$ cat src/rtl/vproc_defs.svh
`ifndef VPROC_DEFS_SVH
`define VPROC_DEFS_SVH

// Lane count, must be a power of two
`define VPROC_NR_LANES 4

// Elements of one vector register held in each lane
`define VPROC_ELEMS_PER_LANE 4

// Element and scalar operand width in bits
`define VPROC_ELEN 32

`define VPROC_NR_VREGS 8

// In-flight slots in the sequencer
`define VPROC_NR_VINSN 2

// Maximum vector length in elements
`define VPROC_VLMAX (`VPROC_NR_LANES * `VPROC_ELEMS_PER_LANE)

`endif

$ cat src/rtl/vproc_pkg.sv
package vproc_pkg;

  `include "vproc_defs.svh"

  typedef logic [`VPROC_ELEN-1:0] elem_t;
  typedef logic [$clog2(`VPROC_NR_VREGS)-1:0] vreg_t;
  typedef logic [$clog2(`VPROC_VLMAX+1)-1:0] vlen_t;
  typedef logic [$clog2(`VPROC_ELEMS_PER_LANE)-1:0] epos_t;
  // Element count within one lane, 0 up to ELEMS_PER_LANE
  typedef logic [$clog2(`VPROC_ELEMS_PER_LANE+1)-1:0] ecnt_t;
  typedef logic [$clog2(`VPROC_NR_VINSN)-1:0] vid_t;

  typedef enum logic [3:0] {
    VSETVL,
    VADD_VV,
    VAND_VV,
    VXOR_VV,
    VADD_VX,
    VMV_V_X,
    VSLIDE1UP_VX,
    VSLIDE1DOWN_VX,
    VMV_X_S
  } vop_e;

  typedef enum logic {
    IDLE,
    WAIT_SCALAR
  } disp_state_e;

  // Slides run in the slide unit, everything else in the lanes
  function automatic logic is_slide(vop_e op);
    return (op == VSLIDE1UP_VX) || (op == VSLIDE1DOWN_VX);
  endfunction

endpackage

$ cat src/rtl/vproc_dispatcher.sv
`include "vproc_defs.svh"

module vproc_dispatcher import vproc_pkg::*; (
  input  logic  clk_i,
  input  logic  rst_n_i,
  // Core side
  input  logic  insn_valid_i,
  input  vop_e  insn_op_i,
  input  vreg_t insn_vd_i,
  input  vreg_t insn_vs1_i,
  input  vreg_t insn_vs2_i,
  input  elem_t insn_scalar_i,
  output logic  insn_ready_o,
  output logic  resp_valid_o,
  output elem_t resp_data_o,
  output logic  idle_o,
  // Sequencer side
  output logic  req_valid_o,
  output vop_e  req_op_o,
  output vreg_t req_vd_o,
  output vreg_t req_vs1_o,
  output vreg_t req_vs2_o,
  output elem_t req_scalar_o,
  output vlen_t req_vl_o,
  input  logic  req_ready_i,
  input  logic  scalar_valid_i,
  input  elem_t scalar_data_i,
  input  logic  seq_idle_i
);

  disp_state_e state_q;
  disp_state_e state_d;
  vlen_t       vl_q;
  vlen_t       vl_new;
  logic        resp_valid_q;
  elem_t       resp_data_q;
  logic        accept;
  logic        setvl;

  // Stall for one cycle behind a vsetvl so responses never touch
  assign insn_ready_o = (state_q == IDLE) && req_ready_i && !resp_valid_q;
  assign accept       = insn_valid_i && insn_ready_o;
  assign setvl        = accept && (insn_op_i == VSETVL);

  assign vl_new = (insn_scalar_i > elem_t'(`VPROC_VLMAX)) ? vlen_t'(`VPROC_VLMAX)
                                                          : vlen_t'(insn_scalar_i);

  // Everything but vsetvl goes on to the sequencer
  assign req_valid_o  = insn_valid_i && (state_q == IDLE) && !resp_valid_q &&
                        (insn_op_i != VSETVL);
  assign req_op_o     = insn_op_i;
  assign req_vd_o     = insn_vd_i;
  assign req_vs1_o    = insn_vs1_i;
  assign req_vs2_o    = insn_vs2_i;
  assign req_scalar_o = insn_scalar_i;
  assign req_vl_o     = vl_q;

  assign resp_valid_o = resp_valid_q || scalar_valid_i;
  assign resp_data_o  = resp_valid_q ? resp_data_q : scalar_data_i;
  assign idle_o       = (state_q == IDLE) && seq_idle_i;

  always_comb begin
    state_d = state_q;
    case (state_q)
      IDLE:        if (accept && insn_op_i == VMV_X_S) state_d = WAIT_SCALAR;
      WAIT_SCALAR: if (scalar_valid_i) state_d = IDLE;
      default:     state_d = IDLE;
    endcase
  end

  always_ff @(posedge clk_i) begin
    if (!rst_n_i) begin
      state_q      <= IDLE;
      vl_q         <= vlen_t'(`VPROC_VLMAX);
      resp_valid_q <= 1'b0;
    end else begin
      state_q      <= state_d;
      resp_valid_q <= setvl;
      if (setvl) vl_q <= vl_new;
    end
  end

  always_ff @(posedge clk_i) begin
    if (setvl) resp_data_q <= elem_t'(vl_new);
  end

endmodule

$ cat config.mk
export PLATFORM = sky130hd
export DESIGN_NAME = vproc_dispatcher
export DESIGN_NICKNAME = d
export VERILOG_FILES = /design/src/rtl/vproc_pkg.sv /design/src/rtl/vproc_dispatcher.sv
export VERILOG_INCLUDE_DIRS = /design/src /design/src/rtl
export SDC_FILE = /design/constraint.sdc
export NUM_CORES = 1
export LEC_CHECK = 0
export BUFFER_PORTS_ARGS = -buffer_cell sky130_fd_sc_hd__clkbuf_2
export CAP_MARGIN = 30
export CELL_PAD_IN_SITES_DETAIL_PLACEMENT = 1
export CELL_PAD_IN_SITES_GLOBAL_PLACEMENT = 1
export CORE_MARGIN = 2
export CORE_UTILIZATION = 21
export DETAILED_ROUTE_END_ITERATION = 6
export HOLD_SLACK_MARGIN = 0.15
export PLACE_DENSITY_LB_ADDON = 0.12
export SLEW_MARGIN = 20
export SYNTH_ARGS = -nofsm -noshare
export SYNTH_HDL_FRONTEND = slang
export SYNTH_SLANG_ARGS = --single-unit
$ cat constraint.sdc
create_clock -name clk_i -period 2.4 [get_ports clk_i]
set_clock_uncertainty 0.1 [all_clocks]
set_input_delay 0.36 -clock clk_i [delete_from_list [all_inputs] [get_ports clk_i]]
set_output_delay 0.36 -clock clk_i [all_outputs]
set_load 0.01 [all_outputs]
==> results.json <==
{
  "status": "finished, final reports clean",
  "chipHeight_um": 81.4,
  "drc": 0,
  "synth.largest_area_cell": "buf_4",
  "syn2layout_area_growth_pct": 44.0,
  "die_area_um2": 6620,
  "ys_seq_elements": 12,
  "cp_max_fo": 13,
  "finalHoldViolCount": 0,
  "cts_tree": "built",
  "seq_area_frac_synth_pct": 23.1,
  "final_cell_mix": "clkbuf_2, nor2b_1, nor3_1, dfxtp_1",
  "placed_area_um2": 1770,
  "finalCriticalPeriod_ns": 2.01,
  "leakage_nw": 0.975,
  "antennaDiodeCount": 0,
  "gp_congestion": 0.642,
  "whs_path_depth": 3,
  "postSynthAreaPerCell_um2": 8.92,
  "yosys-top-cells-area": "buf_4, nor2b_1, edfxtp_1",
  "hp-class": "in2reg",
  "ff2ff_setup_slack_ns": 0.86,
  "wire_per_inst_um": 11.7,
  "htree_levels": 1,
  "syn_inst": 141,
  "ys_warn_count": 0,
  "postCtsSetupBuffers": 0,
  "grt_pass1_wl_um": 5220,
  "worstSetupStartpointType": "flip-flop",
  "routed_wl_um": 3760,
  "worst_pin_slew_ns": 0.426,
  "place_ws_ns": 0.638,
  "gr-total-overflow": 0,
  "fin_area_um2": 1810,
  "min_period_over_period_pct": 83.7,
  "ctsResizeCount": 0,
  "p_per_area_nw_per_um2": 337,
  "ant_nets": 0,
  "ios": 169,
  "grt_pass1_vias": 1185,
  "grt.total_usage_pct": 9.84,
  "fin_tns_setup_ns": 0,
  "clk_latency_ns": 0.23,
  "vias": 1330,
  "rsz0062_at_grt": "false",
  "grt_max_degree": 14,
  "critPathCaptureType": "output pin",
  "dp_hpwl_um": 3400,
  "drt_first_pass_iters": 3,
  "holdCritStartpoint": "insn_scalar_i[2]",
  "worstSetupPathType": "reg2out",
  "root_buffer": "clkbuf_8",
  "rows": 28,
  "hold_path_end": "req_vl_o[2]",
  "n_fill_cell": 745,
  "grt_antenna_before_repair": 0,
  "vdd_drop_max_v": 0.000132,
  "cts_buffers": 3,
  "finalNetCount": 332,
  "core_region_area_um2": 5850,
  "drt_iter0_drc": 24,
  "final-max-slew-violation-count": 0,
  "max_slew_margin_pct": 71.6,
  "layout_setup_ws_ns": 0.390,
  "final_common_cell": "clkbuf_2",
  "viasPerCell": 4.12,
  "drive_gt1_share_pct": 69.0,
  "power.total_mw": 0.609,
  "synth_top_cell_area_share_pct": 26.9,
  "port-buffer-count": 150,
  "timing.rr.end": "resp_data_q[2]",
  "fin_hold_ws_ns": 0.318,
  "cts.clk_slew.worst_paths_ns": 0.05,
  "syn_area_um2": 1260,
  "clock_sinks": 12,
  "syn-num-nets": 224,
  "arrival_ns": 1.55,
  "initial_core_util_pct": 21.5,
  "cts_max_path_buffers": 2,
  "synth_cell_types": 29,
  "die_w_um": 81.4,
  "r2r_start": "resp_valid_q",
  "setup_violations": 0,
  "hold_buffers": 0,
  "max_freq_ghz": 0.498,
  "rr_worst_depth": 2,
  "cap_violations": 0,
  "required_ns": 1.94
}
[worst max-delay path: stages, from the launching register on]
cell and delay (ns):
dfxtp_1 0.58, buf_4 0.26, mux2_2 0.35, clkbuf_2 0.13
[routing by layer]
layer  up-vias  global-route usage, %  share of wire (%)
li1        654                      -                  -
met2        85                   18.2                 48
met4         0                   1.53               0.21
met5         -                      0                  0
met3         2                   3.11                 15
met1       589                   11.1                 37
[registers in the layout (all words and copies together) (netlist names)]
signal and flops:
resp_valid_q 1, state_q 1, req_vl_o 5, resp_data_q 5
[worst max-delay path by stage]
stage | from | end | slack (ns) | cells after the start
3_3_place_gp | resp_valid_q | resp_data_o[1] | 0.65 | 3
5_1_grt | resp_valid_q | resp_data_o[0] | 0.31 | 3
4_1_cts | resp_valid_q | resp_data_o[0] | 0.38 | 3
3_5_place_dp | resp_valid_q | resp_data_o[0] | 0.64 | 3
6_report | resp_valid_q | resp_data_o[0] | 0.39 | 3
2_1_floorplan | resp_valid_q | resp_data_q[0] | 0.81 | 3
[through the flow]
stage | util [%] | instances
2_1_floorplan | - | 141
3_3_place_gp | 30.2 | 319
3_5_place_dp | 30.2 | 319
4_1_cts | 30.9 | 323
5_1_grt | 30.9 | 323
6_report | 30.9 | 323
[area by class of cell]
cell class	count	area, um2	share of cell area, %
sequential	12	290	16.0
inverter	5	18.8	1.04
multi-input combinational	74	589	32.6
clock buffer	3	41.3	2.28
clock inverter	1	3.75	0.207
timing repair buffer	153	773	42.7
tap	75	93.8	5.18
[kinds of logic after synthesis]
group	synth area share, %
flops	23.1
simple gates	38.1
mux	4.48
compound gates	4.28
buf+inv	30.0
[cell usage after synthesis, drive strengths merged]
master / number
buf: 48
nor2b: 29
dfxtp: 7
nor3: 7
nand4: 6
nor4: 6
edfxtp: 5
inv: 5
mux2: 5
nand2: 4
o32ai: 4
and2: 2
clkbuf: 2
or2: 2
a32oi: 1
and4b: 1
and4bb: 1
nand2b: 1
nand3: 1
nor2: 1
nor3b: 1
nor4b: 1
o32a: 1
[report_power, final]
part           internal [mW]  switching (mW)  leakage [nW]
Clock                  0.112          0.0698        0.0231
Combinational          0.107           0.107         0.837
Sequential             0.212        0.000604         0.114
Total                  0.432           0.178         0.975
Note: power is estimated with default switching activity, not from simulation.
