==> src/rtl/vproc_defs.svh <==
`ifndef VPROC_DEFS_SVH
`define VPROC_DEFS_SVH

// Lane count, must be a power of two
`define VPROC_NR_LANES 4

// Elements of one vector register held in each lane
`define VPROC_ELEMS_PER_LANE 4

// Element and scalar operand width in bits
`define VPROC_ELEN 32

`define VPROC_NR_VREGS 8

// In-flight slots in the sequencer
`define VPROC_NR_VINSN 2

// Maximum vector length in elements
`define VPROC_VLMAX (`VPROC_NR_LANES * `VPROC_ELEMS_PER_LANE)

`endif

==> src/rtl/vproc_pkg.sv <==
package vproc_pkg;

  `include "vproc_defs.svh"

  typedef logic [`VPROC_ELEN-1:0] elem_t;
  typedef logic [$clog2(`VPROC_NR_VREGS)-1:0] vreg_t;
  typedef logic [$clog2(`VPROC_VLMAX+1)-1:0] vlen_t;
  typedef logic [$clog2(`VPROC_ELEMS_PER_LANE)-1:0] epos_t;
  // Element count within one lane, 0 up to ELEMS_PER_LANE
  typedef logic [$clog2(`VPROC_ELEMS_PER_LANE+1)-1:0] ecnt_t;
  typedef logic [$clog2(`VPROC_NR_VINSN)-1:0] vid_t;

  typedef enum logic [3:0] {
    VSETVL,
    VADD_VV,
    VAND_VV,
    VXOR_VV,
    VADD_VX,
    VMV_V_X,
    VSLIDE1UP_VX,
    VSLIDE1DOWN_VX,
    VMV_X_S
  } vop_e;

  typedef enum logic {
    IDLE,
    WAIT_SCALAR
  } disp_state_e;

  // Slides run in the slide unit, everything else in the lanes
  function automatic logic is_slide(vop_e op);
    return (op == VSLIDE1UP_VX) || (op == VSLIDE1DOWN_VX);
  endfunction

endpackage

==> src/rtl/vproc_lane.sv <==
`include "vproc_defs.svh"

module vproc_lane import vproc_pkg::*; #(
  parameter int unsigned LaneId = 0
) (
  input  logic  clk_i,
  input  logic  rst_n_i,
  // Sequencer broadcast
  input  logic  pe_valid_i,
  input  vid_t  pe_id_i,
  input  vop_e  pe_op_i,
  input  vreg_t pe_vd_i,
  input  vreg_t pe_vs1_i,
  input  vreg_t pe_vs2_i,
  input  elem_t pe_scalar_i,
  input  vlen_t pe_vl_i,
  output logic  lane_ready_o,
  output logic  lane_done_o,
  output vid_t  done_id_o,
  // Slide unit read port
  input  logic  rd_req_i,
  input  vreg_t rd_vreg_i,
  input  epos_t rd_pos_i,
  output elem_t rd_data_o,
  // Slide unit write port, always granted
  input  logic  wr_req_i,
  input  vreg_t wr_vreg_i,
  input  epos_t wr_pos_i,
  input  elem_t wr_data_i,
  // Scalar move result
  output logic  scalar_valid_o,
  output elem_t scalar_data_o
);

  localparam int unsigned NrLanes      = `VPROC_NR_LANES;
  localparam int unsigned ElemsPerLane = `VPROC_ELEMS_PER_LANE;
  localparam int unsigned NrVregs      = `VPROC_NR_VREGS;

  // Slice of the register file, [vreg][position]
  elem_t vrf_q [NrVregs][ElemsPerLane];

  logic  busy_q;
  vid_t  id_q;
  vop_e  op_q;
  vreg_t vd_q;
  vreg_t vs1_q;
  vreg_t vs2_q;
  elem_t scalar_q;
  ecnt_t cnt_q;
  ecnt_t pos_q;
  elem_t rd_data_q;
  logic  accept;
  logic  step;
  ecnt_t cnt_new;
  elem_t opa;
  elem_t opb;
  elem_t alu_res;

  assign lane_ready_o = !busy_q;
  assign accept       = pe_valid_i && !is_slide(pe_op_i);

  // Elements with index below vl that map onto this lane
  always_comb begin
    if (pe_op_i == VMV_X_S) begin
      cnt_new = (LaneId == 0) ? ecnt_t'(1) : ecnt_t'(0);
    end else begin
      cnt_new = ecnt_t'((pe_vl_i + NrLanes - 1 - LaneId) / NrLanes);
    end
  end

  // A slide write takes the VRF port, the ALU waits
  assign step        = busy_q && (pos_q != cnt_q) && !wr_req_i;
  assign lane_done_o = busy_q && (pos_q == cnt_q);
  assign done_id_o   = id_q;

  //////////////////////////////////////////////////////////////////////
  // ALU
  //////////////////////////////////////////////////////////////////////

  assign opa = vrf_q[vs2_q][epos_t'(pos_q)];
  assign opb = vrf_q[vs1_q][epos_t'(pos_q)];

  always_comb begin
    case (op_q)
      VADD_VV: alu_res = opa + opb;
      VAND_VV: alu_res = opa & opb;
      VXOR_VV: alu_res = opa ^ opb;
      VADD_VX: alu_res = opa + scalar_q;
      VMV_V_X: alu_res = scalar_q;
      default: alu_res = opa;
    endcase
  end

  assign scalar_valid_o = step && (op_q == VMV_X_S);
  assign scalar_data_o  = opa;

  always_ff @(posedge clk_i) begin
    if (!rst_n_i) begin
      busy_q <= 1'b0;
      pos_q  <= '0;
    end else if (accept) begin
      busy_q <= 1'b1;
      pos_q  <= '0;
    end else if (lane_done_o) begin
      busy_q <= 1'b0;
    end else if (step) begin
      pos_q <= pos_q + 1'b1;
    end
  end

  always_ff @(posedge clk_i) begin
    if (accept) begin
      id_q     <= pe_id_i;
      op_q     <= pe_op_i;
      vd_q     <= pe_vd_i;
      vs1_q    <= pe_vs1_i;
      vs2_q    <= pe_vs2_i;
      scalar_q <= pe_scalar_i;
      cnt_q    <= cnt_new;
    end
  end

  //////////////////////////////////////////////////////////////////////
  // Register file ports
  //////////////////////////////////////////////////////////////////////

  always_ff @(posedge clk_i) begin
    if (wr_req_i) begin
      vrf_q[wr_vreg_i][wr_pos_i] <= wr_data_i;
    end else if (step && op_q != VMV_X_S) begin
      vrf_q[vd_q][epos_t'(pos_q)] <= alu_res;
    end
    if (rd_req_i) rd_data_q <= vrf_q[rd_vreg_i][rd_pos_i];
  end

  assign rd_data_o = rd_data_q;

endmodule

==> config.mk <==
export PLATFORM = sky130hd
export DESIGN_NAME = vproc_lane
export DESIGN_NICKNAME = d
export VERILOG_FILES = /design/src/rtl/vproc_pkg.sv /design/src/rtl/vproc_lane.sv
export VERILOG_INCLUDE_DIRS = /design/src /design/src/rtl
export SDC_FILE = /design/constraint.sdc
export NUM_CORES = 2
export LEC_CHECK = 0
export BUFFER_PORTS_ARGS = -buffer_cell sky130_fd_sc_hd__buf_2
export CORE_UTILIZATION = 35
export CTS_BUF_LIST = sky130_fd_sc_hd__clkbuf_4 sky130_fd_sc_hd__clkbuf_8 sky130_fd_sc_hd__clkbuf_16
export CTS_CLUSTER_DIAMETER = 50
export DETAILED_ROUTE_END_ITERATION = 12
export SYNTH_ARGS = -nofsm -noshare
export SYNTH_HDL_FRONTEND = slang
export SYNTH_SLANG_ARGS = --single-unit
==> constraint.sdc <==
create_clock -name clk_i -period 5.05 [get_ports clk_i]
set_input_delay 0 -clock clk_i [delete_from_list [all_inputs] [get_ports clk_i]]
set_output_delay 0 -clock clk_i [all_outputs]
set_load 0.01 [all_outputs]
==> summary.txt <==
Run status
  • Outcome: completed

Critical path
  • Slowest CP cell: mux4_2
  • Worst Path Required: 5570 ps
  • Crit path max fanout: 20
  • WP data arrival: 5510 ps
  • Critical path's largest stage delay: 540 ps
  • Crit. End Element: flip-flop
  • Setup Crit Path Kind: reg2reg
  • Crit-path cells: buf_16 -> buf_16 -> mux4_2 -> mux4_2 -> nand2_1 -> a31oi_1 -> ha_1 -> nand4_1 -> buf_4 -> nor4_4 -> o211ai_1 -> buf_4 -> a31o_2 -> and3_1 -> o21ai_1 -> buf_4 -> a41oi_4 -> buf_12 -> clkbuf_16
  • Worst Setup Start Kind: flip-flop
  • Cell mode on critical path: buf_4

Pwr
  • Peak VDD IR: 0.000311 V
  • Sw Share: 27.6%
  • Leakage power: 24.3 nW
  • P_int: 19.1 mW
  • Combinational Power Share: 22.4%
  • P_sw: 7.27 mW
  • Pwr Density: 351 nW/µm²
  • Clock share of power: 37.1%
  • Seq pwr share: approximately two fifths

Global routing
  • Largest net degree at the start of global routing: 91
  • First-pass GRT wire length: 305,000 µm
  • Initial antenna violation count: 14
  • Vias in the first global route: a little under 40k
  • Total congestion overflow: 0
  • GRT Util Overall: 24.4%

Job
  • Max-Cap Viols: 0

Layout
  • Final net count: just under 4k
  • Final core utilization: 43.0%
  • Share of cells above drive strength 1: a little under half
  • Final-layout fill cell count: 15.0k
  • Area Growth Syn to Fin: 21.7%

CTS
  • # clock sinks: 1,115
  • Root Buffer: clkbuf_16
  • H-tree levels: 4
  • CTS tree: yes
  • Clock tree buffer depth: 3
  • Latest clock arrival within the worst-skew pair: 780 ps
  • Reg clk slew, reported paths: around 60 ps
  • CTS buffer count: roughly 130

Synth
  • Async S/R FF share, synth: 0%
  • Top FF cell, synth: edfxtp_1
  • Synth cell types: 71
  • Cells after Synth: 3,252
  • Syn_nets: between 3k and 4k
  • Number of flops mapped to enable cells by yosys: between 1k and 1.5k
  • Synth Cell Area: roughly 62,000 µm²
  • Seq/Total Area, Yosys: 54.2%
  • Synth Register Bits: 1,115
  • Mean post-synth cell area: between 15 and 20 µm²
  • Number of synthesis warnings: 0

Timing
  • Slew @ Worst Pin: between 1000 and 1500 ps
  • Max-slew violations: 0
  • Fmax: 200 MHz
  • Min cycle time layout: 4990 ps
  • Slew Limit Headroom: between 10% and 20%
  • Hold Fails Final Rpt: 0
  • Fin Hold WS: 98.1 ps
  • Layout Skew: 36.6 ps
  • Crit share post-route: between 90% and 100%
  • Final setup vio count: 0

Floorplanning
  • Ports: 166
  • Full die area: 178,000 µm²
  • # rows: 153
  • Die height: 422 µm
  • Initial Util: approximately 35%
  • Die W: around 420 µm
  • Core area: 174,000 µm²

Placed design
  • RD Place Congestion: approximately 0.9
  • Buffers on Ports: 165
  • HPWL Detailed: between 100,000 and 150,000 µm

Detailed routing
  • Antenna-violating nets left: 0
  • Via count: between 30k and 40k
  • Avg WL per Cell: 35.6 µm
  • DR iter-0 viols: 5,853
  • Drt via density: 6.43
  • DRC: 0
  • 1st-pass router iterations: 6
  • Final wirelength: 221,000 µm

Hold path
  • Min-Delay Path Class: in2reg
-- cells by family after synthesis --
| group | share of synthesized area [%] |
|---|---|
| compound gates | 3.11 |
| xor+xnor | 0.355 |
| fa+ha+maj | 1.39 |
| buf+inv | 2.06 |
| flops | 54.2 |
| mux | 35.6 |
| simple gates | 3.28 |
-- layout make-up --
cell class / count / area, µm² / area share [%]
antenna: 9 / 22.5 / 0.0300
tap: 2325 / 2910 / 3.88
clock buffer: 163 / 3670 / 4.89
multi-input combinational: 1843 / 27600 / 36.8
clock inverter: 74 / 761 / 1.01
inverter: 20 / 82.6 / 0.110
sequential: 1115 / 33400 / 44.5
timing repair buffer: 664 / 6580 / 8.77
-- through the flow --
stage	area (µm²)	setup WS, ps	std cells	power [mW]	TNS, ps
after detailed placement	68400	-445	5788	16.4	-66040
after CTS	74300	-37.1	6162	26.2	-1680
final	75000	59.1	6213	26.4	0
after global routing	75000	-27.3	6213	27.1	-506
after global placement	68400	-446	5788	16.4	-63870
after floorplan	61700	16.5	3252	14.1	0
-- state kept, by name (all words and copies together) (netlist names), 4 cells and up, named ones only --
signal     cells
op_q           4
scalar_q      32
rd_data_o     32
vrf_q       1024
-- power groups by stage --
stage	sequential, mW	combinational [mW]	clock, mW
after floorplan	10.8	3.32	0
after global placement	10.9	5.50	0
after detailed placement	10.9	5.52	0
after CTS	10.7	5.64	9.92
after global routing	10.7	6.21	10.2
final	10.7	5.91	9.78
-- cells in the final DEF, fill, tap and decap left out, drive strengths merged, types with 8 or more instances in the layout --
| cell type | count |
|---|---|
| a21o | 14 |
| a21oi | 47 |
| a222oi | 28 |
| a31oi | 46 |
| and3 | 8 |
| buf | 522 |
| bufinv | 12 |
| clkbuf | 171 |
| clkinv | 45 |
| dfxtp | 10 |
| diode | 9 |
| dlygate4sd3 | 134 |
| edfxtp | 1105 |
| ha | 67 |
| inv | 31 |
| mux2 | 43 |
| mux2i | 11 |
| mux4 | 949 |
| nand2 | 262 |
| nand2b | 8 |
| nand3 | 16 |
| nor2 | 112 |
| nor3 | 18 |
| o21a | 8 |
| o21ai | 46 |
| o21bai | 9 |
| o22ai | 11 |
| xnor2 | 11 |
| xor2 | 14 |
-- Yosys cell counts, drive strengths merged (5+ instances only) --
| cell | count | area share, % |
|---|---|---|
| edfxtp | 1105 | 54 |
| mux4 | 949 | 35 |
| nand2 | 262 | 1.6 |
| clkbuf | 145 | 0.88 |
| buf | 129 | 1.1 |
| nor2 | 112 | 0.68 |
| ha | 67 | 1.4 |
| a21oi | 47 | 0.38 |
| a31oi | 46 | 0.47 |
| o21ai | 46 | 0.37 |
| mux2 | 43 | 0.79 |
| a222oi | 28 | 0.45 |
| nor3 | 18 | 0.15 |
| inv | 17 | 0.10 |
| nand3 | 16 | 0.13 |
| a21o | 14 | 0.17 |
| xor2 | 14 | 0.20 |
| mux2i | 11 | 0.18 |
| o22ai | 11 | 0.11 |
| xnor2 | 11 | 0.16 |
| dfxtp | 10 | 0.32 |
| o21bai | 9 | 0.11 |
| and3 | 8 | 0.081 |
| nand2b | 8 | 0.081 |
| o21a | 8 | 0.097 |
| a41oi | 7 | 0.099 |
| nand4 | 7 | 0.071 |
| o211ai | 7 | 0.085 |
| or2 | 7 | 0.071 |
| a22oi | 6 | 0.073 |
| nor3b | 6 | 0.073 |
| nor4 | 6 | 0.085 |
| a21boi | 5 | 0.079 |
| and2 | 5 | 0.051 |
| nor2b | 5 | 0.051 |
| o2111ai | 5 | 0.071 |
-- final timing paths --
path                            from                endpoint  slack, ps  cells past startpoint
setup / recovery           flip-flop  vrf_q[5][26]$_DFFE_PP_         60                     19
hold / removal           pe_vs2_i[2]               flip-flop        100                      4
setup reg to reg           flip-flop  vrf_q[5][26]$_DFFE_PP_         60                     19
hold reg to reg   vs1_q[2]$_DFFE_PP_               flip-flop        450                      2
-- layer usage --
| metal | GRT usage [%] | up-vias | part of all wire, % |
|---|---|---|---|
| met5 | 0 | - | 0.012 |
| met1 | 32.6 | 21400 | 38 |
| met3 | 4.91 | 444 | 10 |
| met4 | 10.9 | 4 | 4.7 |
| met2 | 38.7 | 2727 | 47 |
| li1 | - | 15400 | - |
-- worst max-delay path: cells and delay by family, from the launching register on --
family	cells	cell delay (ps)
buffers and inverters	7	1370
AOI/OAI and AO/OA	5	760
DFF	1	400
muxes	2	990
adders and majority gates	1	320
and+or+nand+nor	4	820
-- repair_timing --
action	CTS	global route
pin swaps	2	5
setup endpoints to repair	320	415
cloned	1	9
resized for setup	7	39
hold buffers	134	0
buffers inserted	2	33
hold endpoints to repair	1034	0
Power figures use the tool's default switching activity.
