`src/rtl/vproc_defs.svh`:
```
`ifndef VPROC_DEFS_SVH
`define VPROC_DEFS_SVH

// Lane count, must be a power of two
`define VPROC_NR_LANES 4

// Elements of one vector register held in each lane
`define VPROC_ELEMS_PER_LANE 4

// Element and scalar operand width in bits
`define VPROC_ELEN 32

`define VPROC_NR_VREGS 8

// In-flight slots in the sequencer
`define VPROC_NR_VINSN 2

// Maximum vector length in elements
`define VPROC_VLMAX (`VPROC_NR_LANES * `VPROC_ELEMS_PER_LANE)

`endif

```
`src/rtl/vproc_pkg.sv`:
```
package vproc_pkg;

  `include "vproc_defs.svh"

  typedef logic [`VPROC_ELEN-1:0] elem_t;
  typedef logic [$clog2(`VPROC_NR_VREGS)-1:0] vreg_t;
  typedef logic [$clog2(`VPROC_VLMAX+1)-1:0] vlen_t;
  typedef logic [$clog2(`VPROC_ELEMS_PER_LANE)-1:0] epos_t;
  // Element count within one lane, 0 up to ELEMS_PER_LANE
  typedef logic [$clog2(`VPROC_ELEMS_PER_LANE+1)-1:0] ecnt_t;
  typedef logic [$clog2(`VPROC_NR_VINSN)-1:0] vid_t;

  typedef enum logic [3:0] {
    VSETVL,
    VADD_VV,
    VAND_VV,
    VXOR_VV,
    VADD_VX,
    VMV_V_X,
    VSLIDE1UP_VX,
    VSLIDE1DOWN_VX,
    VMV_X_S
  } vop_e;

  typedef enum logic {
    IDLE,
    WAIT_SCALAR
  } disp_state_e;

  // Slides run in the slide unit, everything else in the lanes
  function automatic logic is_slide(vop_e op);
    return (op == VSLIDE1UP_VX) || (op == VSLIDE1DOWN_VX);
  endfunction

endpackage

```
`src/rtl/vproc_sequencer.sv`:
```
`include "vproc_defs.svh"

module vproc_sequencer import vproc_pkg::*; (
  input  logic                              clk_i,
  input  logic                              rst_n_i,
  // Dispatcher side
  input  logic                              req_valid_i,
  input  vop_e                              req_op_i,
  input  vreg_t                             req_vd_i,
  input  vreg_t                             req_vs1_i,
  input  vreg_t                             req_vs2_i,
  input  elem_t                             req_scalar_i,
  input  vlen_t                             req_vl_i,
  output logic                              req_ready_o,
  output logic                              scalar_valid_o,
  output elem_t                             scalar_data_o,
  output logic                              seq_idle_o,
  // Broadcast to lanes and slide unit
  output logic                              pe_valid_o,
  output vid_t                              pe_id_o,
  output vop_e                              pe_op_o,
  output vreg_t                             pe_vd_o,
  output vreg_t                             pe_vs1_o,
  output vreg_t                             pe_vs2_o,
  output elem_t                             pe_scalar_o,
  output vlen_t                             pe_vl_o,
  input  logic  [`VPROC_NR_LANES-1:0]       lane_ready_i,
  input  logic  [`VPROC_NR_LANES-1:0]       lane_done_i,
  input  vid_t  [`VPROC_NR_LANES-1:0]       lane_done_id_i,
  input  logic                              sldu_ready_i,
  input  logic                              sldu_done_i,
  input  vid_t                              sldu_done_id_i,
  input  logic                              lane0_scalar_valid_i,
  input  elem_t                             lane0_scalar_data_i
);

  localparam int unsigned NrLanes = `VPROC_NR_LANES;
  localparam int unsigned NrVInsn = `VPROC_NR_VINSN;

  logic [NrVInsn-1:0] slot_valid_q;
  vreg_t              slot_vd_q    [NrVInsn];
  vreg_t              slot_vs1_q   [NrVInsn];
  vreg_t              slot_vs2_q   [NrVInsn];
  logic [NrLanes-1:0] lanes_done_q [NrVInsn];
  logic [NrLanes-1:0] lanes_done_d [NrVInsn];
  logic [NrVInsn-1:0] retire;
  logic               hazard;
  logic               slot_free;
  vid_t               free_id;
  logic               units_ready;
  logic               issue;

  //////////////////////////////////////////////////////////////////////
  // Hazard check and slot allocation
  //////////////////////////////////////////////////////////////////////

  // RAW and WAW on a running vd, WAR on a running source
  always_comb begin
    hazard = 1'b0;
    for (int unsigned s = 0; s < NrVInsn; s++) begin
      if (slot_valid_q[s] &&
          (req_vd_i == slot_vd_q[s] || req_vs1_i == slot_vd_q[s] ||
           req_vs2_i == slot_vd_q[s] || req_vd_i == slot_vs1_q[s] ||
           req_vd_i == slot_vs2_q[s])) begin
        hazard = 1'b1;
      end
    end
  end

  // Lowest free slot wins
  always_comb begin
    slot_free = 1'b0;
    free_id   = '0;
    for (int s = NrVInsn - 1; s >= 0; s--) begin
      if (!slot_valid_q[s]) begin
        slot_free = 1'b1;
        free_id   = vid_t'(s);
      end
    end
  end

  assign units_ready = is_slide(req_op_i) ? sldu_ready_i : &lane_ready_i;
  assign req_ready_o = slot_free && !hazard && units_ready;
  assign issue       = req_valid_i && req_ready_o;

  assign pe_valid_o  = issue;
  assign pe_id_o     = free_id;
  assign pe_op_o     = req_op_i;
  assign pe_vd_o     = req_vd_i;
  assign pe_vs1_o    = req_vs1_i;
  assign pe_vs2_o    = req_vs2_i;
  assign pe_scalar_o = req_scalar_i;
  assign pe_vl_o     = req_vl_i;

  //////////////////////////////////////////////////////////////////////
  // Completion tracking
  //////////////////////////////////////////////////////////////////////

  always_comb begin
    for (int unsigned s = 0; s < NrVInsn; s++) begin
      lanes_done_d[s] = lanes_done_q[s];
      for (int unsigned l = 0; l < NrLanes; l++) begin
        if (lane_done_i[l] && lane_done_id_i[l] == vid_t'(s)) lanes_done_d[s][l] = 1'b1;
      end
      retire[s] = slot_valid_q[s] &&
                  ((&lanes_done_d[s]) || (sldu_done_i && sldu_done_id_i == vid_t'(s)));
    end
  end

  always_ff @(posedge clk_i) begin
    if (!rst_n_i) begin
      slot_valid_q <= '0;
      for (int unsigned s = 0; s < NrVInsn; s++) lanes_done_q[s] <= '0;
    end else begin
      for (int unsigned s = 0; s < NrVInsn; s++) begin
        if (retire[s]) begin
          slot_valid_q[s] <= 1'b0;
          lanes_done_q[s] <= '0;
        end else begin
          lanes_done_q[s] <= lanes_done_d[s];
        end
      end
      if (issue) begin
        slot_valid_q[free_id] <= 1'b1;
        lanes_done_q[free_id] <= '0;
      end
    end
  end

  always_ff @(posedge clk_i) begin
    if (issue) begin
      slot_vd_q[free_id]  <= req_vd_i;
      slot_vs1_q[free_id] <= req_vs1_i;
      slot_vs2_q[free_id] <= req_vs2_i;
    end
  end

  // Element 0 comes back from lane 0 only
  assign scalar_valid_o = lane0_scalar_valid_i;
  assign scalar_data_o  = lane0_scalar_data_i;
  assign seq_idle_o     = ~|slot_valid_q;

endmodule

```
`config.mk`:
```
export PLATFORM = sky130hd
export DESIGN_NAME = vproc_sequencer
export DESIGN_NICKNAME = d
export VERILOG_FILES = /design/src/rtl/vproc_pkg.sv /design/src/rtl/vproc_sequencer.sv
export VERILOG_INCLUDE_DIRS = /design/src /design/src/rtl
export SDC_FILE = /design/constraint.sdc
export NUM_CORES = 1
export LEC_CHECK = 0
export ABC_AREA = 1
export BUFFER_PORTS_ARGS = -buffer_cell sky130_fd_sc_hd__buf_2
export CELL_PAD_IN_SITES_DETAIL_PLACEMENT = 1
export CELL_PAD_IN_SITES_GLOBAL_PLACEMENT = 1
export CORE_ASPECT_RATIO = 1.5
export CORE_UTILIZATION = 23
export DETAILED_ROUTE_END_ITERATION = 12
export PLACE_DENSITY = 0.84
export SLEW_MARGIN = 20
export SYNTH_ARGS = -nofsm -noshare
export SYNTH_HDL_FRONTEND = slang
export SYNTH_SLANG_ARGS = --single-unit
```
`constraint.sdc`:
```
create_clock -name clk_i -period 1.7 [get_ports clk_i]
set_input_delay 0.085 -clock clk_i [delete_from_list [all_inputs] [get_ports clk_i]]
set_output_delay 0.085 -clock clk_i [all_outputs]
set_load 0.02 [all_outputs]
```
==> results of run 1 <==
synthesized netlist by cell type, drive strengths merged:
cell and count:
nor2 18, o21bai 4, and3 1, a21o 4, nor3 1, a21oi 3, buf 86, xnor2 21
edfxtp 18, clkinv 1, inv 24, nand3 12, o21ai 3, dfxtp 10, nand4 3, nand2 47
nand3b 1, a22oi 1
kinds of logic after synthesis:
group	after synthesis	share of synthesized area
AO/OA/AOI/OAI	15	0.0441
XOR/XNOR	21	0.0831
AND/OR/NAND/NOR	83	0.197
flip-flops	28	0.335
buffers and inverters	111	0.341
layout make-up:
type	count	area (um^2)
Tap cell	112	140
Multi-Input combinational cell	120	797
Clock buffer	4	100
Timing Repair Buffer	56	350
Sequential cell	28	741
Fill cell	1107	7060
Inverter	25	108
Timing Repair inverter	1	7.51
power breakdown:
| group | total, mW | internal, mW | switching [mW] |
|---|---|---|---|
| logic | 0.310 | 0.127 | 0.182 |
| registers | 0.757 | 0.746 | 0.0118 |
| clock network | 0.644 | 0.410 | 0.234 |
| total | 1.71 | 1.28 | 0.428 |
path summary, 6_finish.rpt:
check | startpoint | endpoint | slack (ns) | depth (start not counted)
setup reg to reg | slot_vd_q[1][0]$_DFFE_PP_ | slot_vs2_q[1][2]$_DFFE_PP_ | -0.14 | 7
setup / recovery | slot_vd_q[1][0]$_DFFE_PP_ | slot_vs2_q[1][2]$_DFFE_PP_ | -0.14 | 7
hold reg to reg | slot_valid_q[1]$_SDFF_PN0_ | slot_valid_q[1]$_SDFF_PN0_ | 0.56 | 2
hold / removal | rst_n_i | slot_valid_q[0]$_SDFF_PN0_ | 0.05 | 3
per-stage QoR:
| stage | setup TNS [ns] | util | power, mW | instances | setup slack (ns) |
|---|---|---|---|---|---|
| global placement | -0.222 | 0.212 | 1.04 | 336 | -0.0157 |
| detailed placement | -2.65 | 0.212 | 1.05 | 336 | -0.138 |
| finish | -2.33 | 0.241 | 1.71 | 346 | -0.138 |
| global route | -5.25 | 0.241 | 1.77 | 346 | -0.252 |
| CTS | -1.90 | 0.235 | 1.71 | 346 | -0.159 |
| floorplan | -0.333 | - | 1.20 | 258 | -0.0369 |
tightest hold or removal path, cell delays in order:
cell	delay (ns)
buf_2	0.10
nand2_1	0.05
nand2_1	0.06
what timing repair did:
item                                    CTS  global route
pin swaps                                14             9
endpoints found under the setup margin   27            30
gates cloned                              2             0
setup buffers                             4             0
gates resized for setup                  16            17
per-layer routing:
layer	routed length [um]	part of all wire	vias up
li1	-	-	674
met1	1600	0.25	700
met5	0	0	-
met2	3280	0.51	49
met4	610	0.095	0
met3	916	0.14	60
flip-flops by register name, summed over array words and instances, names as in the netlist:
signal / count
slot_vs2_q: 6
lanes_done_q: 8
slot_vd_q: 6
slot_vs1_q: 6
slot_valid_q: 2
==> impl_metrics.ini, run 1 <==
[outcome]
status = finished, violations left
violations = setup timing

[timing]
timing.final.hold_violations = 0
finClkSkew_ns = 0.00787
post-route-period-util = 1.08
max_freq_ghz = 0.544
finalSetupViolations = 29
rsz0062_at_grt = true
finalHoldWorstSlack_ns = 0.0508
slew_viol_final = 0
layout_setup_ws_ns = -0.138
min_period_ns = 1.84
tightest_slew_ns = 0.364
relSlewSlack = 0.757

[clock_network]
cts_sinks = 28
path_clk_slew_ns = 0.07
hold_buffers = 0
cts_tree = yes
clockRootBuffer = clkbuf_16
numCtsBuffers = 3
clock_latency_ns = 0.27
htreeDepth = 1
clk_path_buf_depth = 2

[power_and_ir_drop]
p_leak_nw = 1.00
vdd.ir_drop.worst_mv = 0.576
power_density_nw_per_um2 = 763

[synthesis]
synth_area_leaders = buf_4 (28%), edfxtp_1 (24%), dfxtp_1 (9.0%), xnor2_1 (8.3%), nand2_1 (6.4%)
syn_nets = 359
synth_cell_types = 27
ys_seq_elements = 28
synth_largest_area_cell = buf_4
synth_cells = 258
synth_area_um2 = 2210
yosysTopAreaCellShare = 0.282
avgSynthCellArea_um2 = 8.58
seq_area_frac_synth = 0.335
yosysWarnings = 0

[worst_setup_path]
worst-path-buf-inv = 2
max_stage_delay_ns = 0.47
critPathArrivalTime_ns = 1.82
cp-end-kind = flop
worstPathMaxFanout = 5
cp_top_family = flip-flops
crit_path_top_delay_cell = edfxtp_1
critPathRequiredTime_ns = 1.68
worstPathCellList = xnor2_1 > nand3_1 > nand3_2 > o21ai_1 > nand4_1 > buf_6 > clkinvlp_4
startpoint_type = flop
setup.worst_path.class = reg2reg

[layout]
area_growth_pct = 1.36
layout.nets = 336
fin_area_um2 = 2240
mostFrequentLayoutCell = buf_2
n_antenna_cell = 0
layout_common_cells = buf_2 (43), nand2_1 (37), xnor2_1 (20)
drive_gt1_frac = 0.427

[detailed_routing]
vias_per_cell = 4.29
firstDrtPassIters = 3
drc = 0
drt_iter0_drc = 26
vias = 1483
postRouteAntennaNets = 0
wl_mm = 6.41
wl_per_cell_um = 18.5

[global_routing]
track_usage = 0.129
grt_pass1_vias = 1647
grt_overflow = 0
met1_usage = 0.0939
grt_start_max_net_pins = 17
grt_pass1_wl_mm = 9.03
gr-usage-met2 = 0.222
antenna_found_initial = 0
use_met3 = 0.0637
busiest_layer = met2

[flow_run]
maxCapViolCount = 0

[placement]
gp_congestion = 0.754
place_area_um2 = 1980
port_buffers = 45
hpwl_mm = 5.18

[floorplan]
rows = 43
dieWidth_um = 82.1
start_util = 0.238
die_area_um2 = 10000
die_h_um = 122
core_area_um2 = 9310
ios = 188

[worst_hold_path]
worstHoldPathType = in2reg
No activity file was read; power rests on OpenSTA's default activity.
==> run 2: changes to the inputs <==
- SETUP_SLACK_MARGIN: not set -> 0.3
==> run 2 against run 1 <==
The flow still finishes with violations (setup timing). Clock-buffer cell count is 1 lower. Global-route usage down 0.59 points. Sequential share of layout area is 2.2 points higher. Total power down 8.3%. Worst hold slack improved by 0.022 ns. Utilization shrank 1.5 points. Critical endpoint is now slot_vd_q[1][2]$_DFFE_PP_. Largest power group unchanged.
==> impl_metrics.ini, run 2 (synthesis gave the netlist of run 1 again) <==
[layout]
largest_reg_flops = 8
seq_area_um2 = 741
multiInputGateArea_um2 = 752
final_util = 0.226
fillers = 1094
n_antenna_cell = 0
fin_area_um2 = 2100
mostFrequentLayoutCell = buf_2
drive_gt1_frac = 0.371
area_growth_pct = -4.97
layout_common_cells = buf_2 (43), nand2_1 (38), xnor2_1 (21)
layout.nets = 331
regMostFlops = lanes_done_q
layoutNonFillerInstCount = 341

[worst_hold_path]
hold_start = rst_n_i
holdPathEnd = slot_valid_q[0]$_SDFF_PN0_
worstHoldPathType = in2reg
whs_path_depth = 3

[worst_setup_path]
reg2reg_depth = 7
worstPathMaxFanout = 5
timing.rr.end = slot_vd_q[1][2]$_DFFE_PP_
setup.worst_path.class = reg2reg
critPathRequiredTime_ns = 1.67
crit_path_top_delay_cell = edfxtp_1
r2r_start = slot_vd_q[1][0]$_DFFE_PP_
max_stage_delay_ns = 0.48
startpoint_type = flop
worstPathCellList = xnor2_1 > nand3_1 > nand3_2 > o21ai_1 > nand4_1 > buf_4 > clkinvlp_4
critPathArrivalTime_ns = 1.78
cp-end-kind = flop
r2r_setup_slack_ns = -0.10

[clock_network]
hold_buffers = 0
cts_tree = yes
path_clk_slew_ns = 0.06
clock_latency_ns = 0.26
cts_sinks = 28
numCtsBuffers = 3
clockRootBuffer = clkbuf_16
htreeDepth = 1
clk_path_buf_depth = 2

[floorplan]
die_h_um = 122
start_util = 0.238
core_area_um2 = 9310
ios = 188
dieWidth_um = 82.1
rows = 43
die_area_um2 = 10000

[placement]
place_area_um2 = 1950
gp_congestion = 0.762
hpwl_mm = 5.13
dp.cells = 333
port_buffers = 45
pre_cts_ws_ns = -0.116

[power_and_ir_drop]
power_mw = 1.57
p_leak_nw = 0.938
power_density_nw_per_um2 = 747
vdd.ir_drop.worst_mv = 0.556

[timing]
finalSetupViolations = 29
relSlewSlack = 0.802
layout_setup_ws_ns = -0.102
timing.final.hold_violations = 0
min_period_ns = 1.80
tightest_slew_ns = 0.297
post-route-period-util = 1.06
tns_ns = -1.94
max_freq_ghz = 0.555
finClkSkew_ns = 0.00181
rsz0062_at_grt = true
finalHoldWorstSlack_ns = 0.0728
slew_viol_final = 0

[global_routing]
grt_pass1_vias = 1557
grt_overflow = 0
antenna_found_initial = 0
grt_pass1_wl_mm = 8.65
grt_start_max_net_pins = 16
track_usage = 0.123

[outcome]
status = finished, violations left
violations = setup timing

[detailed_routing]
postRouteAntennaNets = 0
drc = 0
vias = 1458
firstDrtPassIters = 4
drt_iter0_drc = 32
wl_per_cell_um = 18.1
wl_mm = 6.18
vias_per_cell = 4.28

[flow_run]
maxCapViolCount = 0
## run 2: cell types whose count changed in the layout (fill, tap and decap cells not counted), moves of 2 or more
| cell | previous run | this run |
|---|---|---|
| a21oi_1 | 1 | 3 |
| nor2_4 | 7 | 5 |
| nand2_4 | 4 | 2 |
| clkinv_1 | 0 | 2 |
| nor2_1 | 5 | 8 |
| buf_4 | 3 | 6 |
| buf_6 | 10 | 2 |
| a21oi_2 | 2 | 0 |
## run 2: layer usage
metal / global-route usage / share of wire
met3: 0.0659 / 0.15
met1: 0.0907 / 0.25
met4: 0.0987 / 0.079
met5: 0 / 0
met2: 0.220 / 0.52
## run 2: how the worst max path moves through the flow
stage,from,end,slack [ns],cells past startpoint
after floorplan,slot_vd_q[0][1]$_DFFE_PP_,slot_vd_q[0][0]$_DFFE_PP_,-0.04,10
after global placement,slot_vd_q[0][0]$_DFFE_PP_,slot_vs1_q[1][2]$_DFFE_PP_,-0.02,9
after detailed placement,slot_vd_q[0][1]$_DFFE_PP_,lanes_done_q[1][3]$_SDFFE_PP0P_,-0.12,10
after CTS,slot_vd_q[0][2]$_DFFE_PP_,req_ready_o,-0.07,9
after global routing,slot_vd_q[0][1]$_DFFE_PP_,slot_vs2_q[1][0]$_DFFE_PP_,-0.17,10
final,slot_vd_q[1][0]$_DFFE_PP_,slot_vd_q[1][2]$_DFFE_PP_,-0.10,7
## run 2: worst max-delay path, delay by kind of cell, from the launching register on
family	cells	cell delay, ns
DFF	1	0.48
and+or+nand+nor	3	0.35
buffers and inverters	2	0.29
AOI/OAI and AO/OA	1	0.21
xor gates and xnor gates	1	0.17
## run 2: report_power, final
| group | switching (mW) | total, mW | internal [mW] |
|---|---|---|---|
| clock | 0.211 | 0.526 | 0.315 |
| combinational | 0.174 | 0.287 | 0.114 |
| sequential | 0.0112 | 0.757 | 0.746 |
| total | 0.396 | 1.57 | 1.17 |
## run 2: final cells by class
type | count | share of cell area
Clock buffer | 3 | 0.0357
Clock inverter | 1 | 0.00178
Inverter | 25 | 0.0482
Multi-Input combinational cell | 120 | 0.358
Sequential cell | 28 | 0.352
Tap cell | 112 | 0.0666
Timing Repair Buffer | 51 | 0.134
Timing Repair inverter | 1 | 0.00357
## run 2: repair_timing
action	CTS	global route
resized for setup	8	3
buffers inserted	1	1
endpoints found under the hold margin	0	0
cloned	1	1
setup endpoints to repair	30	30
pin swaps	11	3
==> run 3: changes to the inputs <==
- ABC_AREA: 1 -> 0
- CELL_PAD_IN_SITES_DETAIL_PLACEMENT: 1 -> not set
- CELL_PAD_IN_SITES_GLOBAL_PLACEMENT: 1 -> not set
- CORE_UTILIZATION: 23 -> 34
- PLACE_DENSITY: 0.84 -> 0.85
==> run 3 against run 2 <==
The flow still finishes with violations (setup timing). Non-clock buffer count grew 21. Register-to-register slack lost 0.13 ns. Critical path depth is the same. Critical endpoint is now pe_valid_o. Largest power group unchanged. Highest routed layer unchanged.
==> impl_metrics.ini, run 3 <==
[synthesis]
post-synth-top-count-cell = buf_4
synth_area_leaders = buf_4 (31%), edfxtp_1 (27%), dfxtp_1 (9.9%), xor2_1 (7.8%), xnor2_1 (5.2%)
yosys-top-cells-count = buf_4 (84), edfxtp_1 (18), xor2_1 (18), nor3_1 (14), xnor2_1 (12)
synth_area_um2 = 2030
async_reset_ff_frac = 0
synth-main-ff-cell = edfxtp_1
synth_cell_types = 31
synth_largest_area_cell = buf_4
synth_cells = 210
yosysTopAreaCellShare = 0.311
synth_edf_count = 18
avgSynthCellArea_um2 = 9.67
ys_seq_elements = 28
syn_nets = 311
yosysWarnings = 0
seq_area_frac_synth = 0.365

[layout]
n_antenna_cell = 0
layout.nets = 300
regMostFlops = lanes_done_q
area_growth_pct = 6.22
largest_reg_flops = 8
final_util = 0.373
fillers = 562
drive_gt1_frac = 0.500
mostFrequentLayoutCell = buf_2
layout_common_cells = buf_2 (43), buf_4 (22), edfxtp_1 (18)

[flow_run]
maxCapViolCount = 0

[clock_network]
cts_tree = yes
numCtsBuffers = 3
clock_latency_ns = 0.28
cts_sinks = 28
htreeDepth = 1
clk_path_buf_depth = 2
clockRootBuffer = clkbuf_8
path_clk_slew_ns = 0.09
hold_buffers = 0

[power_and_ir_drop]
power_mw = 1.56
vdd.ir_drop.worst_mv = 0.729
p_leak_nw = 0.883
power_density_nw_per_um2 = 724

[global_routing]
antenna_found_initial = 0
grt_pass1_vias = 1362
track_usage = 0.194
grt_start_max_net_pins = 17
grt_overflow = 0
grt_pass1_wl_mm = 8.47

[timing]
finalSetupViolations = 25
finClkSkew_ns = 0.00404
relSlewSlack = 0.673
layout_setup_ws_ns = -0.269
max_freq_ghz = 0.508
slew_viol_final = 0
rsz0062_at_grt = true
timing.final.hold_violations = 0
tns_ns = -4.17
post-route-period-util = 1.16
tightest_slew_ns = 0.491
min_period_ns = 1.97

[placement]
port_buffers = 45
hpwl_mm = 5.16
gp_congestion = 0.845
pre_cts_ws_ns = -0.145

[detailed_routing]
wl_mm = 6.38
vias = 1354
firstDrtPassIters = 4
drc = 0
vias_per_cell = 5.01
postRouteAntennaNets = 0
wl_per_cell_um = 23.6
drt_iter0_drc = 49

[worst_setup_path]
critPathArrivalTime_ns = 1.88
setup.worst_path.class = reg2out
worstPathMaxFanout = 2
critPathRequiredTime_ns = 1.62
startpoint_type = flop
cp-end-kind = output pin

[worst_hold_path]
worstHoldPathType = in2reg

[outcome]
status = finished, violations left
violations = setup timing

[floorplan]
rows = 34
core_area_um2 = 5790
die_h_um = 96.7
ios = 188
dieWidth_um = 65.1
start_util = 0.351
die_area_um2 = 6290
## run 3: cell type report
cell class              instances  area, um^2  share of cell area
clock buffers                   3        41.3              0.0191
clock inverters                 1        30.0              0.0139
inverters                       7        26.3              0.0122
multi-input cells              87         738               0.342
flip-flops and latches         28         741               0.343
well taps                      72        90.1              0.0418
repair buffers                 72         490               0.227
## run 3: where the power goes
| part | internal, mW | switching [mW] | leakage, nW | total (mW) |
|---|---|---|---|---|
| registers | 0.743 | 0.00867 | 0.245 | 0.751 |
| logic | 0.128 | 0.159 | 0.603 | 0.286 |
| clock network | 0.316 | 0.207 | 0.0357 | 0.523 |
| total | 1.19 | 0.375 | 0.883 | 1.56 |
## run 3: repair_timing
action	in CTS	in global routing
pin swaps	10	10
resized for setup	8	16
setup buffers	2	3
gates cloned	0	1
setup endpoints to repair	30	30
## run 3: metal layers
metal / global-route usage / wire, um
met5: 0 / 0
met4: 0.129 / 471
met3: 0.215 / 1740
met2: 0.306 / 2890
met1: 0.122 / 1280
## run 3: logic make-up after synthesis
family                    after synthesis  share of synthesized area
AOI/OAI and AO/OA                      18                     0.0573
xor gates and xnor gates               30                      0.129
buffers and inverters                  95                      0.342
DFF                                    28                      0.365
muxes                                   1                    0.00493
and+or+nand+nor                        38                      0.102
## run 3: worst paths after layout
kind,start,endpoint,slack [ns],cells after the start
worst max-delay path,slot_vd_q[1][1]$_DFFE_PP_,pe_valid_o,-0.27,7
worst max register to register,slot_vd_q[0][0]$_DFFE_PP_,slot_vs2_q[1][2]$_DFFE_PP_,-0.23,7
worst min-delay path,rst_n_i,slot_valid_q[1]$_SDFF_PN0_,0.06,2
worst min register to register,lanes_done_q[1][3]$_SDFFE_PP0P_,lanes_done_q[1][3]$_SDFFE_PP0P_,0.56,2
## run 3: stage by stage
| step | area [um^2] | hold slack (ns) | instances |
|---|---|---|---|
| 6_report | 2160 | 0.0647 | 270 |
| 5_1_grt | 2160 | 0.0682 | 270 |
| 4_1_cts | 2020 | 0.0646 | 266 |
| 3_5_place_dp | 1900 | 0.170 | 260 |
| 3_3_place_gp | 1900 | 0.170 | 260 |
| 2_1_floorplan | 2070 | 0.184 | 210 |
## run 3: critical path, cell delays in order (launching register included)
cell and delay (ns):
edfxtp_1 0.43, xor2_1 0.22, nor3_2 0.08, or2_4 0.23
o21a_1 0.19, buf_4 0.13, nor3b_2 0.16, buf_4 0.17
